[src/rtl/soc_pkg.sv]
`default_nettype none

package soc_pkg;

    // Address map.
    localparam int RAM_WORDS = 256;
    localparam int RAM_ADDR_BITS = $clog2(RAM_WORDS) + 2;
    localparam logic [31:0] RAM_BASE = 32'h0000_0000;
    localparam logic [31:0] IO_BASE = 32'h0001_0000;
    localparam logic [31:0] UART_BASE = 32'h0002_0000;

    // Register blocks decode the low address nibble.
    localparam int REG_ADDR_BITS = 4;
    localparam logic [REG_ADDR_BITS-1:0] IO_LEDS_OFS = 4'h0;
    localparam logic [REG_ADDR_BITS-1:0] IO_CYCLE_LO_OFS = 4'h8;
    localparam logic [REG_ADDR_BITS-1:0] IO_CYCLE_HI_OFS = 4'hC;
    localparam logic [REG_ADDR_BITS-1:0] UART_DATA_OFS = 4'h0;
    localparam logic [REG_ADDR_BITS-1:0] UART_STATUS_OFS = 4'h4;

    localparam int UART_CLKS_PER_BIT = 16;
    localparam int UART_CNT_BITS = $clog2(UART_CLKS_PER_BIT);
    localparam int UART_FIFO_DEPTH = 4;
    localparam int UART_FIFO_PTR_BITS = $clog2(UART_FIFO_DEPTH);
    localparam int UART_FIFO_CNT_BITS = UART_FIFO_PTR_BITS + 1;

    typedef enum logic [1:0] {
        SLOT_RAM,
        SLOT_IO,
        SLOT_UART,
        SLOT_NONE
    } slot_e;

    typedef enum logic [1:0] {
        TX_IDLE,
        TX_START,
        TX_DATA,
        TX_STOP
    } tx_state_e;

endpackage

`default_nettype wire

[src/rtl/mem_bus_if.sv]
`timescale 1ns/1ps
`default_nettype none

interface mem_bus_if;
    logic [31:0] address;
    logic sel;
    logic read;
    logic [3:0] write_mask;
    logic [31:0] write_value;
    logic [31:0] read_value;
    logic ready;

    modport host (
        output address,
        output sel,
        output read,
        output write_mask,
        output write_value,
        input read_value,
        input ready
    );

    // A target returns zero read data while its select is low.
    modport target (
        input address,
        input sel,
        input read,
        input write_mask,
        input write_value,
        output read_value,
        output ready
    );
endinterface

`default_nettype wire

[src/rtl/io_regs.sv]
`timescale 1ns/1ps
`default_nettype none

module io_regs
    import soc_pkg::*;
(
    input logic pll_clk,
    input logic rst_n,
    mem_bus_if.target bus,
    output logic [7:0] leds
);

    logic [63:0] cycle;
    logic [REG_ADDR_BITS-1:0] ofs;

    assign ofs = bus.address[REG_ADDR_BITS-1:0];

    always_ff @(posedge pll_clk or negedge rst_n) begin
        if (!rst_n) begin
            cycle <= 64'h0;
            leds <= 8'h00;
        end else begin
            cycle <= cycle + 64'h1;
            if (bus.sel && bus.write_mask[0] && ofs == IO_LEDS_OFS) begin
                leds <= bus.write_value[7:0];
            end
        end
    end

    always_comb begin
        bus.read_value = 32'h0;
        if (bus.sel && bus.read) begin
            case (ofs)
                IO_LEDS_OFS: bus.read_value = {24'h0, leds};
                IO_CYCLE_LO_OFS: bus.read_value = cycle[31:0];
                IO_CYCLE_HI_OFS: bus.read_value = cycle[63:32];
                default: bus.read_value = 32'h0;
            endcase
        end
    end

    assign bus.ready = bus.sel;

endmodule

`default_nettype wire

[src/flat_wrapper.sv]
// flat-port wrapper written by rule: the top's interface ports become plain ports
module io_regs_flat import soc_pkg::*;
  (pll_clk, rst_n, leds, bus_address, bus_sel, bus_read, bus_write_mask, bus_write_value, bus_read_value, bus_ready);
  mem_bus_if bus_i ();
  input logic pll_clk;
  input logic rst_n;
  output logic [7:0] leds;
  input wire logic [$bits(bus_i.address)-1:0] bus_address;
  input wire logic [$bits(bus_i.sel)-1:0] bus_sel;
  input wire logic [$bits(bus_i.read)-1:0] bus_read;
  input wire logic [$bits(bus_i.write_mask)-1:0] bus_write_mask;
  input wire logic [$bits(bus_i.write_value)-1:0] bus_write_value;
  output wire logic [$bits(bus_i.read_value)-1:0] bus_read_value;
  output wire logic [$bits(bus_i.ready)-1:0] bus_ready;
  assign bus_i.address = bus_address;
  assign bus_i.sel = bus_sel;
  assign bus_i.read = bus_read;
  assign bus_i.write_mask = bus_write_mask;
  assign bus_i.write_value = bus_write_value;
  assign bus_read_value = bus_i.read_value;
  assign bus_ready = bus_i.ready;
  io_regs u_core (.pll_clk(pll_clk), .rst_n(rst_n), .bus(bus_i), .leds(leds));
endmodule
[config.mk]
export PLATFORM = sky130hd
export DESIGN_NAME = io_regs_flat
export DESIGN_NICKNAME = d
export VERILOG_FILES = /design/src/rtl/soc_pkg.sv /design/src/rtl/mem_bus_if.sv /design/src/rtl/io_regs.sv /design/src/flat_wrapper.sv
export SDC_FILE = /design/constraint.sdc
export NUM_CORES = 1
export LEC_CHECK = 0
export ABC_CLOCK_PERIOD_IN_PS = 2600
export BUFFER_PORTS_ARGS = -buffer_cell sky130_fd_sc_hd__buf_2
export CORE_UTILIZATION = 35
export DETAILED_ROUTE_END_ITERATION = 7
export PLACE_DENSITY = 0.65
export SYNTH_ARGS = -nofsm -noshare
export SYNTH_HDL_FRONTEND = slang
export SYNTH_SLANG_ARGS = --single-unit
[constraint.sdc]
create_clock -name pll_clk -period 2.6 [get_ports pll_clk]
set_input_delay 0.52 -clock pll_clk [delete_from_list [all_inputs] [get_ports pll_clk]]
set_output_delay 0.52 -clock pll_clk [all_outputs]
set_load 0.005 [all_outputs]
==> results of run 1 <==
cell type report:
cell class                      count  share of cell area (%)
Clock inverter                      5                    1.23
Multi-Input combinational cell    264                    40.9
Inverter                            7                   0.587
Sequential cell                    72                    40.3
Timing Repair Buffer               74                    9.79
Tap cell                          136                    3.80
Clock buffer                       11                    3.38
worst max-delay path: cells and delay by family:
family	cells	cell delay, ps
compound gates	1	430
buf+inv	3	560
simple gates	2	330
path summary, 6_finish.rpt:
check	from	endpoint	slack (ps)	cells past startpoint
hold / removal	rst_n	u_core.cycle[17]	190	2
hold reg to reg	u_core.cycle[63]	u_core.cycle[63]	480	1
setup / recovery	bus_address[1]	bus_read_value[14]	230	6
setup reg to reg	u_core.cycle[2]	u_core.cycle[57]	420	5
max in group asynchronous	rst_n	u_core.cycle[13]	2110	2
min in group pll_clk	bus_write_value[3]	u_core.leds[3]	400	2
logic make-up after synthesis:
logic type / Yosys count / synth area share (%)
flops: 72 / 48.4
compound gates: 33 / 7.22
xor+xnor: 62 / 14.6
buf+inv: 24 / 2.72
mux: 8 / 2.42
simple gates: 160 / 24.3
fa+ha+maj: 1 / 0.336
state kept, by name (all words and copies together) (netlist names):
register,count
u_core.cycle,64
u_core.leds,8
per-layer routing:
layer	routed length, um	vias to the layer above
li1	-	1438
met4	136	0
met3	345	11
met5	0	-
met2	4510	72
met1	4190	1543
cell usage after synthesis:
cell type / n
nand4_1: 23
nor4_2: 2
and3_1: 11
nand4_4: 2
and2_1: 2
buf_2: 3
buf_1: 1
xor2_1: 25
buf_4: 2
nor3_1: 7
ha_1: 1
and4_1: 8
clkbuf_1: 11
dfrtp_1: 72
mux2_2: 8
nand3_1: 21
o2111ai_1: 1
xnor2_1: 37
nor4_1: 6
a22oi_1: 24
nand4_2: 2
nor2_1: 51
inv_1: 7
nand2_1: 21
nor4_4: 3
nand2b_1: 1
a222oi_1: 8
power groups by stage:
stage | clock (mW) | combinational, mW | sequential (mW)
after detailed placement | 0 | 0.118 | 1.19
after floorplan | 0 | 0.0380 | 1.18
after global routing | 0.993 | 0.127 | 1.17
final | 0.920 | 0.116 | 1.16
after CTS | 0.944 | 0.118 | 1.16
after global placement | 0 | 0.115 | 1.19
per-stage QoR:
step / cells / cell area, um^2 / total power [mW] / util [%]
global placement: 553 / 4270 / 1.30 / 41.3
finish: 569 / 4470 / 2.20 / 43.3
global route: 569 / 4470 / 2.29 / 43.3
floorplan: 360 / 3720 / 1.22 / -
detailed placement: 553 / 4270 / 1.30 / 41.3
CTS: 569 / 4470 / 2.22 / 43.3
==> key figures, run 1 <==
Power
  • Power Internal: 1.69 mW
  • Reg power frac: 52.9%
  • Net Sw Frac: 23.2%
  • Leak pwr: 2.10 nW
  • Combinational power share: 5.3%
  • VDD IR-drop max: 0.000265 V
  • NetSw: 0.510 mW
  • Power per Cell Area: 491 nW/um^2
  • Clk pwr share: 41.8%

Final layout
  • Layout area overhead: 20.2%
  • Area of the multi-input gates: 1830 um^2
  • Commonest non-fill, non-tap cell in the layout: dfrtp_1
  • Number of fill cells: 995
  • Ant. Diodes: 0
  • Most frequent cells in the layout: dfrtp_1, buf_2, nor2_1, xnor2_1, xor2_1
  • Ratio of cells with drive above 1 in the final layout: 25.4%
  • Nets: 501
  • Register Area: 1800 um^2

Clocking
  • Num CTS Buffers: 9
  • H-tree level count: 3
  • Hold_buf cts: 0
  • CTS tree: yes
  • CTS Buffer Depth: 2
  • Clk Latency, worst-skew pair: 350 ps
  • # Post-CTS Setup Buffers: 0
  • Root Buffer: clkbuf_8
  • Post-CTS sizing: 0
  • Clk sink count: 72
  • Clock transition at path regs: 70 ps

Worst setup path
  • Worst endpoint required time: 2080 ps
  • Crit path cell chain: buf_2 > nor2_1 > o2111ai_2 > buf_4 > nor2_1 > buf_2
  • Arr. time, crit path: 1850 ps
  • CP Max Fanout: 13
  • Kind of critical path: input port to output pin
  • Worst setup EP type: output pin
  • Max stage delay on crit path: 430 ps
  • Setup crit start kind: input port
  • Slowest-stage cell, CP: o2111ai_2

Global route
  • First-pass GRT wire length: 15500 um
  • Initial antenna violation count: 0
  • Pin count of the biggest net entering global routing: 73
  • Met1 GRT Util: 23.4%
  • GR Util met2: 28.8%
  • GRT overflow: 0
  • Grt peak-use layer: met2
  • Number of global-route vias before repair: 3127
  • M3 GR Usage: 3.49%
  • All-Layer GR Usage: 17.9%

STA
  • Final setup violation count: 0
  • RSZ-0062 raised after global routing: no
  • Final period utilization: 91.1%
  • FMAX: 422 MHz
  • Final slew viol count: 0
  • Setup ws final: 231 ps
  • Worst clock skew: 6.61 ps
  • Setup TNS: 0 ps
  • Max transition margin: 51.7%
  • Fin. Hold Viols: 0
  • Fin Hold WS: 193 ps
  • Tmin final: 2370 ps
  • Worst-margin pin slew: 725 ps

Min path
  • Worst Hold Class: input port to async pin

Drt
  • Wire per inst: 16.1 um
  • Drt first pass iters: 6
  • Via count: 3064
  • DRT Wirelength: 9180 um
  • Routed Antenna Nets: 0
  • Iter 0 DRT Violations: 226
  • DRC viols: 0
  • Drt via density: 5.38

Placement
  • Placer Congestion: 0.756
  • Dpl hpwl: 6470 um
  • DP Worst Slack: 254 ps
  • Port-buffer cells: 57

Logic synthesis
  • Mapped Cells: 360
  • Largest area contributor in the netlist: dfrtp_1
  • Syn avg cell area: 10.3 um^2
  • Top cell type's share of synthesized area: 48.4%
  • Flops & latches, synth: 72
  • Sequential element share of the synthesized area: 48.4%
  • Top cells by area, synth: dfrtp_1, xnor2_1, xor2_1
  • Synth Net Count: 433
  • Yosys warns: 0
  • Synthesized cell area: 3720 um^2
  • Library cells used by synthesis: 27

Die
  • Placeable Area: 10300 um^2
  • Initial Utilization: 36.1%
  • I/O pin cnt: 113
  • Die height: 105 um
  • Die area: 11100 um^2
  • Rows: 37
  • DIE WIDTH: 105 um

Run
  • Maxcap violations: 0

Outcome
  • Outcome: complete, no violations
Note: power is estimated with default switching activity, not from simulation.
==> run 2: changes to the inputs <==
Settings changed: ABC_AREA set to 1, PLACE_DENSITY 0.65 to 0.63.
==> run 2 against run 1 <==
Compared with the run above:
- global-route usage up 3.6 points
- critical path depth up 4
- largest power group is now clock
- non-clock buffer count down 11
- highest routed layer unchanged
- worst hold slack worse by 16 ps
- sequential share of layout area down 6.9 points
==> key figures, run 2 <==
Clocking
  • # Post-CTS Setup Buffers: 0
  • Hold_buf cts: 0
  • Post-CTS sizing: 0
  • CTS Buffer Depth: 2
  • CTS tree: yes
  • Clk sink count: 72
  • Num CTS Buffers: 9
  • H-tree level count: 3
  • Clk Latency, worst-skew pair: 340 ps
  • Clock transition at path regs: 60 ps
  • Root Buffer: clkbuf_16

Final layout
  • Final core occ: 42.6%
  • Largest registers: u_core.cycle (64), u_core.leds (8)
  • Nets: 823
  • Most frequent cells in the layout: nand2_1, nor2_1, dfrtp_1, inv_1, buf_2
  • Max reg flops: 64
  • Commonest non-fill, non-tap cell in the layout: nand2_1
  • Ant. Diodes: 0
  • Layout area overhead: 18.1%
  • Largest reg by FF count: u_core.cycle
  • Final cell count without fillers: 927
  • Ratio of cells with drive above 1 in the final layout: 14.4%

Worst setup path
  • Setup crit start kind: input port
  • R2R Setup Slk: 840 ps
  • Kind of critical path: input port to output pin
  • Arr. time, crit path: 1650 ps
  • Worst setup EP type: output pin
  • R2R depth: 7
  • R2R Path Start: u_core.cycle[36]
  • CP Max Fanout: 31
  • Worst R2R End: u_core.cycle[63]
  • Worst endpoint required time: 2080 ps

STA
  • Max transition margin: 59.6%
  • Fin Hold WS: 176 ps
  • Setup TNS: 0 ps
  • Final slew viol count: 0
  • Final period utilization: 83.5%
  • Worst-margin pin slew: 606 ps
  • Tmin final: 2170 ps
  • FMAX: 461 MHz
  • Worst clock skew: 6.99 ps
  • Final setup violation count: 0
  • Fin. Hold Viols: 0
  • RSZ-0062 raised after global routing: no

Die
  • DIE WIDTH: 116 um
  • Placeable Area: 12700 um^2
  • Initial Utilization: 36.1%
  • Rows: 41
  • I/O pin cnt: 113
  • Die area: 13500 um^2
  • Die height: 116 um

Logic synthesis
  • Largest area contributor in the netlist: dfrtp_1
  • Flops & latches, synth: 72
  • Synthesized cell area: 4570 um^2
  • Yosys warns: 0
  • Most used DFF post-synth: dfrtp_1
  • Post-synth EDFFs: 0
  • Mapped Cells: 685
  • Most instantiated cells after synthesis: nand2_1, nor2_1, dfrtp_1
  • Synth Net Count: 758
  • Top cell type's share of synthesized area: 39.4%
  • Most frequent cell after synthesis: nand2_1
  • Sequential element share of the synthesized area: 39.4%
  • Library cells used by synthesis: 24
  • Top cells by area, synth: dfrtp_1, nand2_1, nor2_1
  • Ys async rst share: 100%
  • Syn avg cell area: 6.68 um^2

Global route
  • Initial antenna violation count: 0
  • Number of global-route vias before repair: 4167
  • GRT overflow: 0
  • First-pass GRT wire length: 21400 um
  • All-Layer GR Usage: 21.4%
  • Pin count of the biggest net entering global routing: 47

Run
  • Maxcap violations: 0

Outcome
  • Outcome: complete, no violations

Power
  • VDD IR-drop max: 0.000287 V
  • Power per Cell Area: 470 nW/um^2
  • Leak pwr: 2.39 nW

Drt
  • Via count: 4411
  • Iter 0 DRT Violations: 274
  • DRT Wirelength: 13300 um
  • Drt via density: 4.76
  • Routed Antenna Nets: 0
  • Wire per inst: 14.4 um
  • Drt first pass iters: 5
  • DRC viols: 0

Placement
  • Placed Cells: 911
  • Placer Congestion: 0.985
  • Port-buffer cells: 57
  • Dpl hpwl: 10300 um

Min path
  • Worst Hold Class: input port to async pin
run 2: worst max-delay path, cell delays in order:
cell and delay (ps):
buf_2 100, nor2_1 170, nand2_1 100, nor2_2 130, buf_12 210, nand2_1 90, o211ai_1 90, nand2_1 70
inv_1 60, buf_2 110
run 2: routing by layer:
layer  global-route usage (%)  part of all wire (%)
met2                     33.4                    44
met5                        0                     0
met1                     28.8                    47
met3                     5.09                   6.5
met4                     7.78                   2.1
run 2: final cells by class:
type	instances	area [um^2]
Sequential cell	72	1800
Multi-Input combinational cell	540	2490
Clock inverter	3	40.0
Tap cell	172	215
Fill cell	1334	7270
Timing Repair Buffer	63	355
Inverter	64	240
Clock buffer	13	260
run 2: logic make-up (layout without fill, tap and decap cells):
family | after synthesis | after routing | share of synthesized area [%]
AO/OA/AOI/OAI | 61 | 61 | 7.06
XOR/XNOR | 32 | 32 | 6.13
buffers and inverters | 73 | 143 | 6.27
flip-flops | 72 | 72 | 39.4
adder cells (fa/ha/maj) | 1 | 1 | 0.274
AND/OR/NAND/NOR | 446 | 446 | 40.9
run 2: worst max path at each step:
stage / start / endpoint / slack (ps) / cells after the start
floorplan: bus_address[1] / bus_read_value[11] / 660 / 6
global placement: bus_address[1] / bus_read_value[10] / 440 / 8
detailed placement: bus_address[1] / bus_read_value[6] / 430 / 10
CTS: bus_address[1] / bus_read_value[6] / 430 / 10
global route: bus_address[1] / bus_read_value[7] / 310 / 10
finish: bus_address[1] / bus_read_value[6] / 430 / 10
run 2: where the power goes:
group	total (mW)	internal (mW)	leakage [nW]	switching (mW)
registers	1.16	1.14	0.984	0.0190
logic	0.116	0.0446	1.25	0.0715
clock network	1.26	0.792	0.150	0.464
total	2.54	1.98	2.39	0.555
run 2: through the flow:
step                area, um^2  worst slack [ps]  power (mW)
floorplan                 4570               659        1.22
global placement          5100               443        1.30
detailed placement        5100               434        1.30
CTS                       5400               429        2.57
global route              5400               312        2.64
finish                    5400               429        2.54
==> run 3: changes to the inputs <==
Settings changed: ABC_AREA 1 to 0, ABC_CLOCK_PERIOD_IN_PS 2600 to 1800, PLACE_DENSITY 0.63 to 0.67.
Clock period 2.6 ns to 1.8 ns, I/O delays scaled along.
==> run 3 against run 2 <==
Compared with the run above:
- worst setup slack worse by 470 ps
- die area down 18%
- the run now ends with hold timing, setup timing left
- sequential share of layout area up 1.2 points
- final cell count down 33%
- flip-flop and latch count unchanged
- critical path depth down 6
- clock skew up 4.6 ps
- count of clock-buffer cells in the layout unchanged
- first-iteration DRC count down 16%
- largest cell class unchanged
- largest power group is now sequential cells
==> key figures, run 3 (synthesis gave the netlist of run 1 again) <==
Die
  • Rows: 37
  • Placeable Area: 10300 um^2
  • Initial Utilization: 36.1%
  • Die area: 11100 um^2
  • DIE WIDTH: 105 um
  • I/O pin cnt: 113
  • Die height: 105 um

Global route
  • Pin count of the biggest net entering global routing: 73
  • GRT overflow: 0
  • Initial antenna violation count: 0
  • All-Layer GR Usage: 19.7%
  • Number of global-route vias before repair: 3422
  • First-pass GRT wire length: 17000 um
  • M3 GR Usage: 3.99%
  • Grt peak-use layer: met2
  • Met1 GRT Util: 25.2%
  • GR Util met2: 32.5%

STA
  • Final slew viol count: 0
  • Tmin final: 1840 ps
  • Fin Hold WS: -6.87 ps
  • Worst-margin pin slew: 423 ps
  • Max transition margin: 71.6%
  • Final period utilization: 102%
  • FMAX: 544 MHz
  • Final setup violation count: 7
  • Setup TNS: -111 ps
  • Setup ws final: -39.7 ps
  • Fin. Hold Viols: 3
  • Worst clock skew: 11.6 ps
  • RSZ-0062 raised after global routing: yes

Outcome
  • Violated checks: hold timing, setup timing
  • Outcome: finished, violations left

Drt
  • DRC viols: 0
  • Routed Antenna Nets: 0
  • Iter 0 DRT Violations: 230
  • Drt via density: 5.33
  • DRT Wirelength: 10600 um
  • Wire per inst: 17.0 um
  • Drt first pass iters: 5
  • Via count: 3328

Final layout
  • Register Area: 1800 um^2
  • Area of the multi-input gates: 2020 um^2
  • Most frequent cells in the layout: dfrtp_1, buf_2, buf_4, nor2_1, xnor2_1
  • Post-route design area: 5220 um^2
  • Layout area overhead: 40.2%
  • Largest reg by FF count: u_core.cycle
  • Number of fill cells: 910
  • Max reg flops: 64
  • Commonest non-fill, non-tap cell in the layout: dfrtp_1
  • Nets: 557
  • Ratio of cells with drive above 1 in the final layout: 39.3%
  • Ant. Diodes: 0
  • Largest registers: u_core.cycle (64), u_core.leds (8)

Worst setup path
  • Worst setup EP type: output pin
  • Worst endpoint required time: 1440 ps
  • Crit path to: bus_read_value[5]
  • Worst setup path start: u_core.cycle[5]
  • Worst R2R End: u_core.cycle[56]
  • R2R depth: 6
  • Kind of critical path: flop to output pin
  • R2R Path Start: u_core.cycle[19]
  • Setup crit start kind: flop
  • CP Max Fanout: 2
  • Arr. time, crit path: 1480 ps
  • R2R Setup Slk: -10 ps

Clocking
  • CTS Buffer Depth: 2
  • Root Buffer: clkbuf_8
  • Clk Latency, worst-skew pair: 370 ps
  • Clock transition at path regs: 80 ps
  • Clk sink count: 72
  • Hold_buf cts: 0
  • H-tree level count: 3
  • Num CTS Buffers: 9
  • CTS tree: yes

Placement
  • Port-buffer cells: 57
  • Dpl hpwl: 6930 um
  • Post-DP Area: 4660 um^2
  • Placer Congestion: 0.816

Run
  • Maxcap violations: 0

Min path
  • Worst Hold Class: input port to async pin

Power
  • Leak pwr: 2.50 nW
  • VDD IR-drop max: 0.000381 V
  • Power per Cell Area: 654 nW/um^2
==> run 3: power breakdown <==
group          switching (mW)  internal [mW]  total, mW  leakage (nW)
Clock                   0.612          0.925       1.54         0.122
Combinational           0.101         0.0918      0.193          1.39
Sequential             0.0295           1.65       1.68         0.980
==> run 3: critical path: stages, from the launching register on <==
cell      delay [ps]
dfrtp_1          420
buf_6            140
a222oi_1         350
nor2_1            80
buf_2            130
==> run 3: metrics by stage <==
| step | hold WS [ps] | instances | util (%) | power [mW] | worst slack (ps) |
|---|---|---|---|---|---|
| 2_1_floorplan | 64.4 | 360 | - | 1.77 | -61.7 |
| 3_3_place_gp | 416 | 599 | 45.2 | 1.88 | -78.1 |
| 3_5_place_dp | 427 | 599 | 45.2 | 1.89 | -79.9 |
| 4_1_cts | 32.2 | 620 | 48.8 | 3.42 | -47.5 |
| 5_1_grt | 40.6 | 624 | 50.6 | 3.52 | -116 |
| 6_report | -6.87 | 624 | 50.6 | 3.41 | -39.7 |
==> run 3: how the worst min path moves through the flow <==
stage                  endpoint  slack [ps]  cells after the start
2_1_floorplan   u_core.cycle[0]          60                      0
6_report        u_core.cycle[7]          -7                      2
3_5_place_dp    u_core.cycle[9]         430                      2
4_1_cts        u_core.cycle[10]          30                      2
5_1_grt        u_core.cycle[10]          40                      2
3_3_place_gp     u_core.leds[6]         420                      2
==> run 3: layout make-up <==
type / instances / area share (%)
clock buffer: 13 / 3.43
clock inverter: 2 / 1.15
inverter: 7 / 0.503
multi-input combinational: 265 / 38.7
sequential: 72 / 34.6
tap: 136 / 3.26
timing repair buffer: 129 / 18.4
==> run 3: what timing repair did <==
item | in CTS | in global routing
resized for setup | 19 | 34
setup buffers | 4 | 3
gates cloned | 2 | 1
pin swaps | 6 | 17
setup endpoints to repair | 42 | 64
==> run 3: per-layer routing <==
| layer | wire length [um] | share of wire, % |
|---|---|---|
| met4 | 185 | 1.7 |
| met5 | 0 | 0 |
| met1 | 4650 | 44 |
| met2 | 5320 | 50 |
| met3 | 429 | 4.1 |
