===== src/rtl/soc_pkg.sv =====
`default_nettype none

package soc_pkg;

    // Address map.
    localparam int RAM_WORDS = 256;
    localparam int RAM_ADDR_BITS = $clog2(RAM_WORDS) + 2;
    localparam logic [31:0] RAM_BASE = 32'h0000_0000;
    localparam logic [31:0] IO_BASE = 32'h0001_0000;
    localparam logic [31:0] UART_BASE = 32'h0002_0000;

    // Register blocks decode the low address nibble.
    localparam int REG_ADDR_BITS = 4;
    localparam logic [REG_ADDR_BITS-1:0] IO_LEDS_OFS = 4'h0;
    localparam logic [REG_ADDR_BITS-1:0] IO_CYCLE_LO_OFS = 4'h8;
    localparam logic [REG_ADDR_BITS-1:0] IO_CYCLE_HI_OFS = 4'hC;
    localparam logic [REG_ADDR_BITS-1:0] UART_DATA_OFS = 4'h0;
    localparam logic [REG_ADDR_BITS-1:0] UART_STATUS_OFS = 4'h4;

    localparam int UART_CLKS_PER_BIT = 16;
    localparam int UART_CNT_BITS = $clog2(UART_CLKS_PER_BIT);
    localparam int UART_FIFO_DEPTH = 4;
    localparam int UART_FIFO_PTR_BITS = $clog2(UART_FIFO_DEPTH);
    localparam int UART_FIFO_CNT_BITS = UART_FIFO_PTR_BITS + 1;

    typedef enum logic [1:0] {
        SLOT_RAM,
        SLOT_IO,
        SLOT_UART,
        SLOT_NONE
    } slot_e;

    typedef enum logic [1:0] {
        TX_IDLE,
        TX_START,
        TX_DATA,
        TX_STOP
    } tx_state_e;

endpackage

`default_nettype wire


===== src/rtl/mem_bus_if.sv =====
`timescale 1ns/1ps
`default_nettype none

interface mem_bus_if;
    logic [31:0] address;
    logic sel;
    logic read;
    logic [3:0] write_mask;
    logic [31:0] write_value;
    logic [31:0] read_value;
    logic ready;

    modport host (
        output address,
        output sel,
        output read,
        output write_mask,
        output write_value,
        input read_value,
        input ready
    );

    // A target returns zero read data while its select is low.
    modport target (
        input address,
        input sel,
        input read,
        input write_mask,
        input write_value,
        output read_value,
        output ready
    );
endinterface

`default_nettype wire


===== src/rtl/bus_decoder.sv =====
`timescale 1ns/1ps
`default_nettype none

module bus_decoder
    import soc_pkg::*;
(
    input logic [31:0] address,
    input logic read,
    input logic [3:0] write_mask,
    input logic [31:0] write_value,
    mem_bus_if.host ram_bus,
    mem_bus_if.host io_bus,
    mem_bus_if.host uart_bus,
    output logic [31:0] read_value,
    output logic ready,
    output logic fault
);

    slot_e slot;
    logic req;

    always_comb begin
        if (address[31:RAM_ADDR_BITS] == RAM_BASE[31:RAM_ADDR_BITS]) begin
            slot = SLOT_RAM;
        end else if (address[31:REG_ADDR_BITS] == IO_BASE[31:REG_ADDR_BITS]) begin
            slot = SLOT_IO;
        end else if (address[31:REG_ADDR_BITS] == UART_BASE[31:REG_ADDR_BITS]) begin
            slot = SLOT_UART;
        end else begin
            slot = SLOT_NONE;
        end
    end

    // Idle cycles select nothing.
    assign req = read || (write_mask != 4'b0000);

    assign ram_bus.address = address;
    assign ram_bus.sel = req && (slot == SLOT_RAM);
    assign ram_bus.read = read;
    assign ram_bus.write_mask = write_mask;
    assign ram_bus.write_value = write_value;

    assign io_bus.address = address;
    assign io_bus.sel = req && (slot == SLOT_IO);
    assign io_bus.read = read;
    assign io_bus.write_mask = write_mask;
    assign io_bus.write_value = write_value;

    assign uart_bus.address = address;
    assign uart_bus.sel = req && (slot == SLOT_UART);
    assign uart_bus.read = read;
    assign uart_bus.write_mask = write_mask;
    assign uart_bus.write_value = write_value;

    assign fault = req && (slot == SLOT_NONE);
    assign read_value = ram_bus.read_value | io_bus.read_value | uart_bus.read_value;
    assign ready = ram_bus.ready | io_bus.ready | uart_bus.ready | fault;

endmodule

`default_nettype wire


===== src/flat_wrapper.sv =====
// flat-port wrapper written by rule: the top's interface ports become plain ports
module bus_decoder_flat import soc_pkg::*;
  (address, read, write_mask, write_value, read_value, ready, fault, ram_bus_address, ram_bus_sel, ram_bus_read, ram_bus_write_mask, ram_bus_write_value, ram_bus_read_value, ram_bus_ready, io_bus_address, io_bus_sel, io_bus_read, io_bus_write_mask, io_bus_write_value, io_bus_read_value, io_bus_ready, uart_bus_address, uart_bus_sel, uart_bus_read, uart_bus_write_mask, uart_bus_write_value, uart_bus_read_value, uart_bus_ready);
  mem_bus_if ram_bus_i ();
  mem_bus_if io_bus_i ();
  mem_bus_if uart_bus_i ();
  input logic [31:0] address;
  input logic read;
  input logic [3:0] write_mask;
  input logic [31:0] write_value;
  output logic [31:0] read_value;
  output logic ready;
  output logic fault;
  output wire logic [$bits(ram_bus_i.address)-1:0] ram_bus_address;
  output wire logic [$bits(ram_bus_i.sel)-1:0] ram_bus_sel;
  output wire logic [$bits(ram_bus_i.read)-1:0] ram_bus_read;
  output wire logic [$bits(ram_bus_i.write_mask)-1:0] ram_bus_write_mask;
  output wire logic [$bits(ram_bus_i.write_value)-1:0] ram_bus_write_value;
  input wire logic [$bits(ram_bus_i.read_value)-1:0] ram_bus_read_value;
  input wire logic [$bits(ram_bus_i.ready)-1:0] ram_bus_ready;
  output wire logic [$bits(io_bus_i.address)-1:0] io_bus_address;
  output wire logic [$bits(io_bus_i.sel)-1:0] io_bus_sel;
  output wire logic [$bits(io_bus_i.read)-1:0] io_bus_read;
  output wire logic [$bits(io_bus_i.write_mask)-1:0] io_bus_write_mask;
  output wire logic [$bits(io_bus_i.write_value)-1:0] io_bus_write_value;
  input wire logic [$bits(io_bus_i.read_value)-1:0] io_bus_read_value;
  input wire logic [$bits(io_bus_i.ready)-1:0] io_bus_ready;
  output wire logic [$bits(uart_bus_i.address)-1:0] uart_bus_address;
  output wire logic [$bits(uart_bus_i.sel)-1:0] uart_bus_sel;
  output wire logic [$bits(uart_bus_i.read)-1:0] uart_bus_read;
  output wire logic [$bits(uart_bus_i.write_mask)-1:0] uart_bus_write_mask;
  output wire logic [$bits(uart_bus_i.write_value)-1:0] uart_bus_write_value;
  input wire logic [$bits(uart_bus_i.read_value)-1:0] uart_bus_read_value;
  input wire logic [$bits(uart_bus_i.ready)-1:0] uart_bus_ready;
  assign ram_bus_address = ram_bus_i.address;
  assign ram_bus_sel = ram_bus_i.sel;
  assign ram_bus_read = ram_bus_i.read;
  assign ram_bus_write_mask = ram_bus_i.write_mask;
  assign ram_bus_write_value = ram_bus_i.write_value;
  assign ram_bus_i.read_value = ram_bus_read_value;
  assign ram_bus_i.ready = ram_bus_ready;
  assign io_bus_address = io_bus_i.address;
  assign io_bus_sel = io_bus_i.sel;
  assign io_bus_read = io_bus_i.read;
  assign io_bus_write_mask = io_bus_i.write_mask;
  assign io_bus_write_value = io_bus_i.write_value;
  assign io_bus_i.read_value = io_bus_read_value;
  assign io_bus_i.ready = io_bus_ready;
  assign uart_bus_address = uart_bus_i.address;
  assign uart_bus_sel = uart_bus_i.sel;
  assign uart_bus_read = uart_bus_i.read;
  assign uart_bus_write_mask = uart_bus_i.write_mask;
  assign uart_bus_write_value = uart_bus_i.write_value;
  assign uart_bus_i.read_value = uart_bus_read_value;
  assign uart_bus_i.ready = uart_bus_ready;
  bus_decoder u_core (.address(address), .read(read), .write_mask(write_mask), .write_value(write_value), .ram_bus(ram_bus_i), .io_bus(io_bus_i), .uart_bus(uart_bus_i), .read_value(read_value), .ready(ready), .fault(fault));
endmodule

===== config.mk =====
export PLATFORM = sky130hd
export DESIGN_NAME = bus_decoder_flat
export DESIGN_NICKNAME = d
export VERILOG_FILES = /design/src/rtl/soc_pkg.sv /design/src/rtl/mem_bus_if.sv /design/src/rtl/bus_decoder.sv /design/src/flat_wrapper.sv
export SDC_FILE = /design/constraint.sdc
export NUM_CORES = 1
export LEC_CHECK = 0
export BUFFER_PORTS_ARGS = -buffer_cell sky130_fd_sc_hd__buf_2
export CORE_AREA = 5 5 155 157
export DETAILED_ROUTE_END_ITERATION = 10
export DIE_AREA = 0 0 160 162
export PLACE_DENSITY = 0.35
export SLEW_MARGIN = 20
export SYNTH_ARGS = -nofsm -noshare
export SYNTH_HDL_FRONTEND = slang
export SYNTH_SLANG_ARGS = --single-unit

===== constraint.sdc =====
create_clock -name vclk -period 1.5
set_clock_uncertainty 0.1 [all_clocks]
set_input_delay 0.075 -clock vclk [all_inputs]
set_output_delay 0.075 -clock vclk [all_outputs]
set_load 0.01 [all_outputs]

==> impl_metrics.json, run 1 <==
{
  "coreArea_um2": 22400,
  "via_per_inst": 2.78,
  "place_area_um2": 2220,
  "critPathMostFrequentCell": "buf_2",
  "stdcell_area_um2": 2380,
  "synth_cell_types": 16,
  "arrival_ps": 1300,
  "wirelength_mm": 7.15,
  "dp.cells": 631,
  "ys_warn_count": 0,
  "period_needed_ps": 1480,
  "initial_core_util": 0.0852,
  "p_per_area_nw_per_um2": 243,
  "portBuffers": 268,
  "fp-row-count": 55,
  "rsz0062_at_grt": "yes",
  "synthTopCellsByArea": "buf_4 (82%), or3_1 (11%), nor4_1 (2.0%), nor3_1 (0.79%), a2111oi_2 (0.79%)",
  "critPathCaptureType": "output port",
  "seqCellArea_um2": 0,
  "fillers": 2600,
  "p_leak_nw": 1.23,
  "tns_ps": 0,
  "hpwl_mm": 6.77,
  "via_count": 1760,
  "drt_iter0_drc": 22,
  "wire_per_inst_um": 11.3,
  "path_class": "input port to output port",
  "maxSlewHeadroom": 0.816,
  "seq_cell_count": 0,
  "peakVddDrop_mv": 0.0454,
  "critPathRequiredTime_ps": 1320,
  "multi_input_area_um2": 444,
  "drc": 0,
  "diodes": 0,
  "grt_pass1_wl_mm": 9.72,
  "finalCritPeriodShare": 0.987,
  "final_nets": 518,
  "synth.net_count": 430,
  "netlist_instances": 262,
  "fp.dieH_um": 162,
  "dieWidth_um": 160,
  "die-area_um2": 25900,
  "postRouteAntennaNets": 0,
  "cap_viol_max_count": 0,
  "synth_area_leader_cell": "buf_4",
  "globalRouteTotalUtil": 0.0460,
  "synth_common_cells": "buf_4 (207), or3_1 (32), nor4_1 (6), nor3_1 (3)",
  "finalMaxSlewViolations": 0,
  "first_pass_iters": 6,
  "syn_area_per_cell_um2": 7.27,
  "hold_class": "input port to output port",
  "start_kind": "input port",
  "grt_overflow_total": 0,
  "synth_area_um2": 1910,
  "grt_pass1_vias": 1794,
  "final_cells": 633,
  "crit_slowest_cell": "a2111oi_4",
  "status": "finished, final reports clean",
  "whs_ps": 50.0,
  "path_cells": "buf_2 -> nor4_4 -> nand3_1 -> buf_6 -> a2111oi_4 -> o21ai_1 -> buf_2",
  "layout-drive-gt1-share": 0.879,
  "ys_seq_area_frac": 0,
  "area_growth_pct": 25.0,
  "pin_count": 412,
  "yosysMostFrequentCell": "buf_4",
  "antenna_found_initial": 0,
  "setup_viol": 0,
  "slowest_delay_ps": 340,
  "gp_congestion": 0.725,
  "nClkBuffers": 0,
  "crit_fanout": 3,
  "grt_max_degree": 7,
  "max_freq_mhz": 676,
  "synth_top_area_share": 0.815,
  "hold_violations": 0,
  "p_total_uw": 578,
  "tightest_slew_ps": 276
}
==> repair_timing <==
item | CTS | global route
endpoints found under the hold margin | 0 | 0
resized for setup | 9 | 17
hold buffers | 0 | 0
pin swaps | 6 | 11
endpoints found under the setup margin | 5 | 5
setup buffers | 2 | 0
cloned | 0 | 0
==> placed cells by master (no fill, tap or decap), types with 2 or more instances in the layout <==
master / count
buf_2: 261
or3_1: 32
buf_4: 24
buf_6: 7
nor4_2: 4
nor4_4: 3
nor2_1: 2
nor3_1: 2
==> final timing paths <==
check	start	end	slack, ps	depth (start not counted)
worst max-delay path	address[20]	ready	20	7
worst min-delay path	write_value[17]	uart_bus_write_value[17]	50	0
==> per-stage QoR <==
stage	utilization	setup slack [ps]
after floorplan	-	282
after global placement	0.0994	-211
after detailed placement	0.0994	-217
after CTS	0.103	-14.6
after global routing	0.106	-72.8
final	0.106	20.1
==> area by class of cell <==
type,count,area share
Timing Repair Buffer,293,0.664
Multi-Input combinational cell,55,0.187
Tap cell,285,0.150
==> routing by layer <==
| metal | part of all wire | routed length [um] | vias up | GRT usage |
|---|---|---|---|---|
| met3 | 0.15 | 1080 | 36 | 0.0162 |
| li1 | - | - | 817 | - |
| met4 | 0.032 | 227 | 0 | 0.0164 |
| met2 | 0.55 | 3940 | 172 | 0.0979 |
| met5 | 0 | 0 | - | 0 |
| met1 | 0.27 | 1900 | 735 | 0.0380 |
==> power breakdown <==
group | internal (mW) | total [mW] | switching (mW)
Sequential | 0 | 0 | 0
Combinational | 0.303 | 0.578 | 0.275
Clock | 0 | 0 | 0
==> worst max-delay path: cells and delay by family <==
| family | cells | cell delay, ps |
|---|---|---|
| simple gates | 2 | 350 |
| compound gates | 2 | 450 |
| buf+inv | 3 | 420 |
==> cells by family (layout without fill, tap and decap cells) <==
| kind of cell | Yosys count | in the layout | share of synthesized area |
|---|---|---|---|
| buf+inv | 207 | 293 | 0.815 |
| simple gates | 52 | 52 | 0.170 |
| compound gates | 3 | 3 | 0.0144 |
No activity file was read; power rests on OpenSTA's default activity.
==> run 2: changes to the inputs <==
--- a/config.mk
+++ b/config.mk
@@ -5,7 +5,7 @@
 export SDC_FILE = /design/constraint.sdc
 export NUM_CORES = 1
 export LEC_CHECK = 0
-export BUFFER_PORTS_ARGS = -buffer_cell sky130_fd_sc_hd__buf_2
+export BUFFER_PORTS_ARGS = -buffer_cell sky130_fd_sc_hd__clkbuf_2
 export CORE_AREA = 5 5 155 157
 export DETAILED_ROUTE_END_ITERATION = 10
 export DIE_AREA = 0 0 160 162
==> run 2 against run 1 <==
Compared with the run above: global-route usage barely moved; critical endpoint is now io_bus_sel; non-clock buffer count rose by 5; clock-buffer cell count did not move; critical path type unchanged.
==> impl_metrics.json, run 2 (synthesis results as in run 1) <==
{
  "status": "finished, final reports clean",
  "first_pass_iters": 3,
  "diodes": 0,
  "final_cells": 638,
  "cp_num_buf_inv": 3,
  "path_cells": "clkbuf_2 -> or4_4 -> nor2_4 -> buf_6 -> nor4_4 -> and4_1 -> buf_2",
  "globalRouteTotalUtil": 0.0461,
  "rsz0062_at_grt": "yes",
  "critical_path.top_delay_family": "simple AND/OR/NAND/NOR gates",
  "hold_class": "input port to output port",
  "final_nets": 523,
  "arrival_ps": 1310,
  "drt_iter0_drc": 20,
  "maxSlewHeadroom": 0.815,
  "p_per_area_nw_per_um2": 245,
  "dieWidth_um": 160,
  "finalCritPeriodShare": 0.989,
  "crit_fanout": 2,
  "finalMaxSlewViolations": 0,
  "critPathLaunch": "write_mask[0]",
  "critPathCaptureType": "output port",
  "fp.dieH_um": 162,
  "max_freq_mhz": 674,
  "hp-start": "write_value[17]",
  "area_growth_pct": 26.5,
  "wirelength_mm": 7.18,
  "fp-row-count": 55,
  "portBuffers": 268,
  "hpwl_mm": 6.85,
  "hold_violations": 0,
  "seq_cell_count": 0,
  "p_total_uw": 590,
  "postRouteAntennaNets": 0,
  "finish.utilization": 0.108,
  "grt_pass1_vias": 1773,
  "tns_ps": 0,
  "critPathRequiredTime_ps": 1320,
  "layout_common_cells": "clkbuf_2 (261), or3_1 (32), buf_4 (28)",
  "tightest_slew_ps": 275,
  "pin_count": 412,
  "grt_max_degree": 7,
  "seqCellArea_um2": 0,
  "gp_congestion": 0.733,
  "p_leak_nw": 1.34,
  "period_needed_ps": 1480,
  "dp.cells": 636,
  "cap_viol_max_count": 0,
  "layout-drive-gt1-share": 0.878,
  "crit_slowest_cell": "or4_4",
  "slowest_delay_ps": 540,
  "via_count": 1762,
  "peakVddDrop_mv": 0.0469,
  "coreArea_um2": 22400,
  "start_kind": "input port",
  "antenna_found_initial": 0,
  "fin_ws_ps": 16.0,
  "drc": 0,
  "fillers": 2627,
  "setup_viol": 0,
  "cts_hold_buffers": 0,
  "pre_cts_ws_ps": -162,
  "multi_input_area_um2": 448,
  "die-area_um2": 25900,
  "nClkBuffers": 0,
  "via_per_inst": 2.76,
  "grt_pass1_wl_mm": 9.72,
  "grt_overflow_total": 0,
  "final_common_cell": "clkbuf_2",
  "wire_per_inst_um": 11.2,
  "path_class": "input port to output port",
  "initial_core_util": 0.0852
}
-- run 2: final timing paths --
kind | end | slack, ps | cells past startpoint
setup / recovery | io_bus_sel | 20 | 7
hold / removal | uart_bus_write_value[17] | 50 | 0
-- run 2: final cells by class --
| class | instances | share of cell area |
|---|---|---|
| timing repair buffer | 298 | 0.666 |
| multi-input combinational | 55 | 0.186 |
| tap | 285 | 0.148 |
-- run 2: timing repair --
action / CTS / global route
cloned: 0 / 0
pin swaps: 4 / 2
buffers inserted: 1 / 1
endpoints found under the setup margin: 5 / 5
gates resized for setup: 10 / 20
-- run 2: metrics by stage --
| step | hold WS (ps) | cell area [um^2] |
|---|---|---|
| CTS | 50.1 | 2330 |
| floorplan | 96.4 | 1910 |
| global route | 50.0 | 2410 |
| finish | 50.0 | 2410 |
| global placement | 50.1 | 2260 |
| detailed placement | 50.1 | 2260 |
-- run 2: report_power, final --
| group | internal, mW | leakage [nW] | switching, mW |
|---|---|---|---|
| Combinational | 0.305 | 1.34 | 0.284 |
| Clock | 0 | 0 | 0 |
| Sequential | 0 | 0 | 0 |
-- run 2: metal layers --
layer | GRT usage | vias up | routed length [um] | part of all wire
met5 | 0 | - | 0 | 0
met4 | 0.0164 | 0 | 227 | 0.032
met3 | 0.0170 | 36 | 1080 | 0.15
met2 | 0.0983 | 172 | 3980 | 0.55
met1 | 0.0376 | 728 | 1900 | 0.26
li1 | - | 826 | - | -
==> run 3: changes to the inputs <==
--- a/config.mk
+++ b/config.mk
@@ -5,11 +5,13 @@
 export SDC_FILE = /design/constraint.sdc
 export NUM_CORES = 1
 export LEC_CHECK = 0
+export ABC_AREA = 1
 export BUFFER_PORTS_ARGS = -buffer_cell sky130_fd_sc_hd__clkbuf_2
-export CORE_AREA = 5 5 155 157
+export CORE_AREA = 5 5 156 158
 export DETAILED_ROUTE_END_ITERATION = 10
-export DIE_AREA = 0 0 160 162
-export PLACE_DENSITY = 0.35
+export DIE_AREA = 0 0 161 163
+export PLACE_DENSITY = 0.36
+export SETUP_SLACK_MARGIN = 0.2
 export SLEW_MARGIN = 20
 export SYNTH_ARGS = -nofsm -noshare
 export SYNTH_HDL_FRONTEND = slang
==> run 3 against run 2 <==
Compared with the run above: final cell count up 3.3%; clock-buffer cell count unchanged; critical path type unchanged; core utilization shrank 0.32 points.
==> impl_metrics.json, run 3 <==
{
  "antenna_found_initial": 0,
  "via_count": 1828,
  "fp.dieH_um": 163,
  "final_nets": 539,
  "fp-row-count": 56,
  "fillers": 2719,
  "status": "finished, final reports clean",
  "wire_per_inst_um": 12.1,
  "layout-drive-gt1-share": 0.808,
  "hold_class": "input port to output port",
  "drt_iter0_drc": 15,
  "path_class": "input port to output port",
  "synth_area_um2": 2050,
  "hold_depth": 0,
  "gp_congestion": 0.679,
  "maxSlewHeadroom": 0.835,
  "synthSimpleGateAreaFrac": 0.213,
  "synth_area_leader_cell": "buf_4",
  "first_pass_iters": 4,
  "synth_mux_area_frac": 0,
  "crit_slowest_cell": "nor3_4",
  "grt_pass1_vias": 1742,
  "grt_use_met2": 0.100,
  "critPathCaptureType": "output port",
  "syn_area_per_cell_um2": 6.75,
  "critPathRequiredTime_ps": 1320,
  "slowest_delay_ps": 220,
  "start_kind": "input port",
  "setup_viol": 0,
  "globalRouteTotalUtil": 0.0500,
  "nClkBuffers": 0,
  "wirelength_mm": 7.99,
  "dieWidth_um": 161,
  "cap_viol_max_count": 0,
  "seq_cell_count": 0,
  "path_cells": "buf_8 -> nor2_4 -> nand2_2 -> nor3_4 -> nand3_2 -> nand3_2 -> nand2_2 -> buf_6",
  "synth_common_cells": "buf_4 (207), or3_1 (32), nand2_1 (16), nor2_1 (16), inv_1 (15)",
  "arrival_ps": 1030,
  "period_needed_ps": 1210,
  "pin_count": 412,
  "tns_ps": 0,
  "grt.met3_usage": 0.0278,
  "grt-busiest-layer": "met2",
  "hpwl_mm": 7.65,
  "ys_seq_area_frac": 0,
  "yosysMostFrequentCell": "buf_4",
  "hold_violations": 0,
  "die-area_um2": 26200,
  "area_growth_pct": 17.1,
  "netlist_instances": 304,
  "synth_top_family_by_area": "buffers and inverters",
  "max_freq_mhz": 829,
  "synth.net_count": 472,
  "initial_core_util": 0.0893,
  "synthTopCellsByArea": "buf_4 (76%), or3_1 (9.8%), nand2_1 (2.9%), nor2_1 (2.9%), inv_1 (2.7%)",
  "seqCellArea_um2": 0,
  "grt_pass1_wl_mm": 10.2,
  "p_leak_nw": 1.36,
  "synth_cell_types": 13,
  "tightest_slew_ps": 245,
  "hold_end": "ram_bus_write_value[22]",
  "hp-start": "write_value[22]",
  "postRouteAntennaNets": 0,
  "portBuffers": 268,
  "via_per_inst": 2.77,
  "synth_compound_area_frac": 0.00244,
  "finalCritPeriodShare": 0.804,
  "drc": 0,
  "grt_max_degree": 6,
  "final_common_cell": "clkbuf_2",
  "rsz0062_at_grt": "no",
  "diodes": 0,
  "whs_ps": 50.0,
  "synthAdderAreaFrac": 0,
  "met1_usage": 0.0449,
  "synth_xor_area_frac": 0,
  "finalMaxSlewViolations": 0,
  "ys_warn_count": 0,
  "coreArea_um2": 23000,
  "p_per_area_nw_per_um2": 240,
  "grt_overflow_total": 0,
  "layout_common_cells": "clkbuf_2 (256), or3_1 (32), inv_1 (13)",
  "crit_fanout": 3,
  "synth_top_area_share": 0.757,
  "peakVddDrop_mv": 0.0567
}
[run 3: changes by cell type in the layout (fill, tap and decap cells not counted), sizes merged, moves of 7 or more]
| cell | delta |
|---|---|
| inv | +15 |
| buf | -22 |
| nand2 | +16 |
| nor4 | -7 |
| nor2 | +17 |
[run 3: worst max path at each step]
stage,from,endpoint,slack (ps),cells after the start
floorplan,address[21],io_bus_sel,560,5
global placement,address[29],ready,110,9
detailed placement,address[29],ready,70,9
CTS,address[28],ready,200,9
global route,address[11],ready,200,10
finish,address[26],ready,290,8
[run 3: power breakdown]
group	switching (mW)	internal, mW
logic	0.289	0.288
clock network	0	0
registers	0	0
[run 3: critical path: cells and delay by family]
kind / cells / cell delay, ps
buf+inv: 2 / 220
simple gates: 6 / 740
[run 3: metal layers]
metal | part of all wire | wire length [um]
met3 | 0.18 | 1410
met5 | 0 | 0
met4 | 0.015 | 119
met2 | 0.53 | 4270
met1 | 0.27 | 2190
[run 3: final cells by class]
type,instances,area [um^2],share of cell area
inverter,15,56.3,0.0234
multi-input combinational,82,537,0.223
tap,290,363,0.151
timing repair buffer,272,1450,0.602
[run 3: cell families after synthesis]
| group | count (synthesis) |
|---|---|
| buffers and inverters | 222 |
| and+or+nand+nor | 81 |
| AOI/OAI and AO/OA | 1 |
[run 3: repair_timing]
action	CTS	global route
buffers inserted	2	1
gates resized for setup	16	47
setup endpoints to repair	5	5
hold buffers	0	0
pin swaps	6	18
[run 3: stage by stage]
stage | power [mW] | worst slack (ps) | util | instances | cell area [um^2]
finish | 0.577 | 293 | 0.105 | 659 | 2400
detailed placement | 0.545 | 73.1 | 0.0961 | 656 | 2210
global route | 0.632 | 201 | 0.105 | 659 | 2400
CTS | 0.565 | 199 | 0.0996 | 658 | 2290
global placement | 0.544 | 112 | 0.0961 | 656 | 2210
floorplan | 0.643 | 563 | - | 304 | 2050
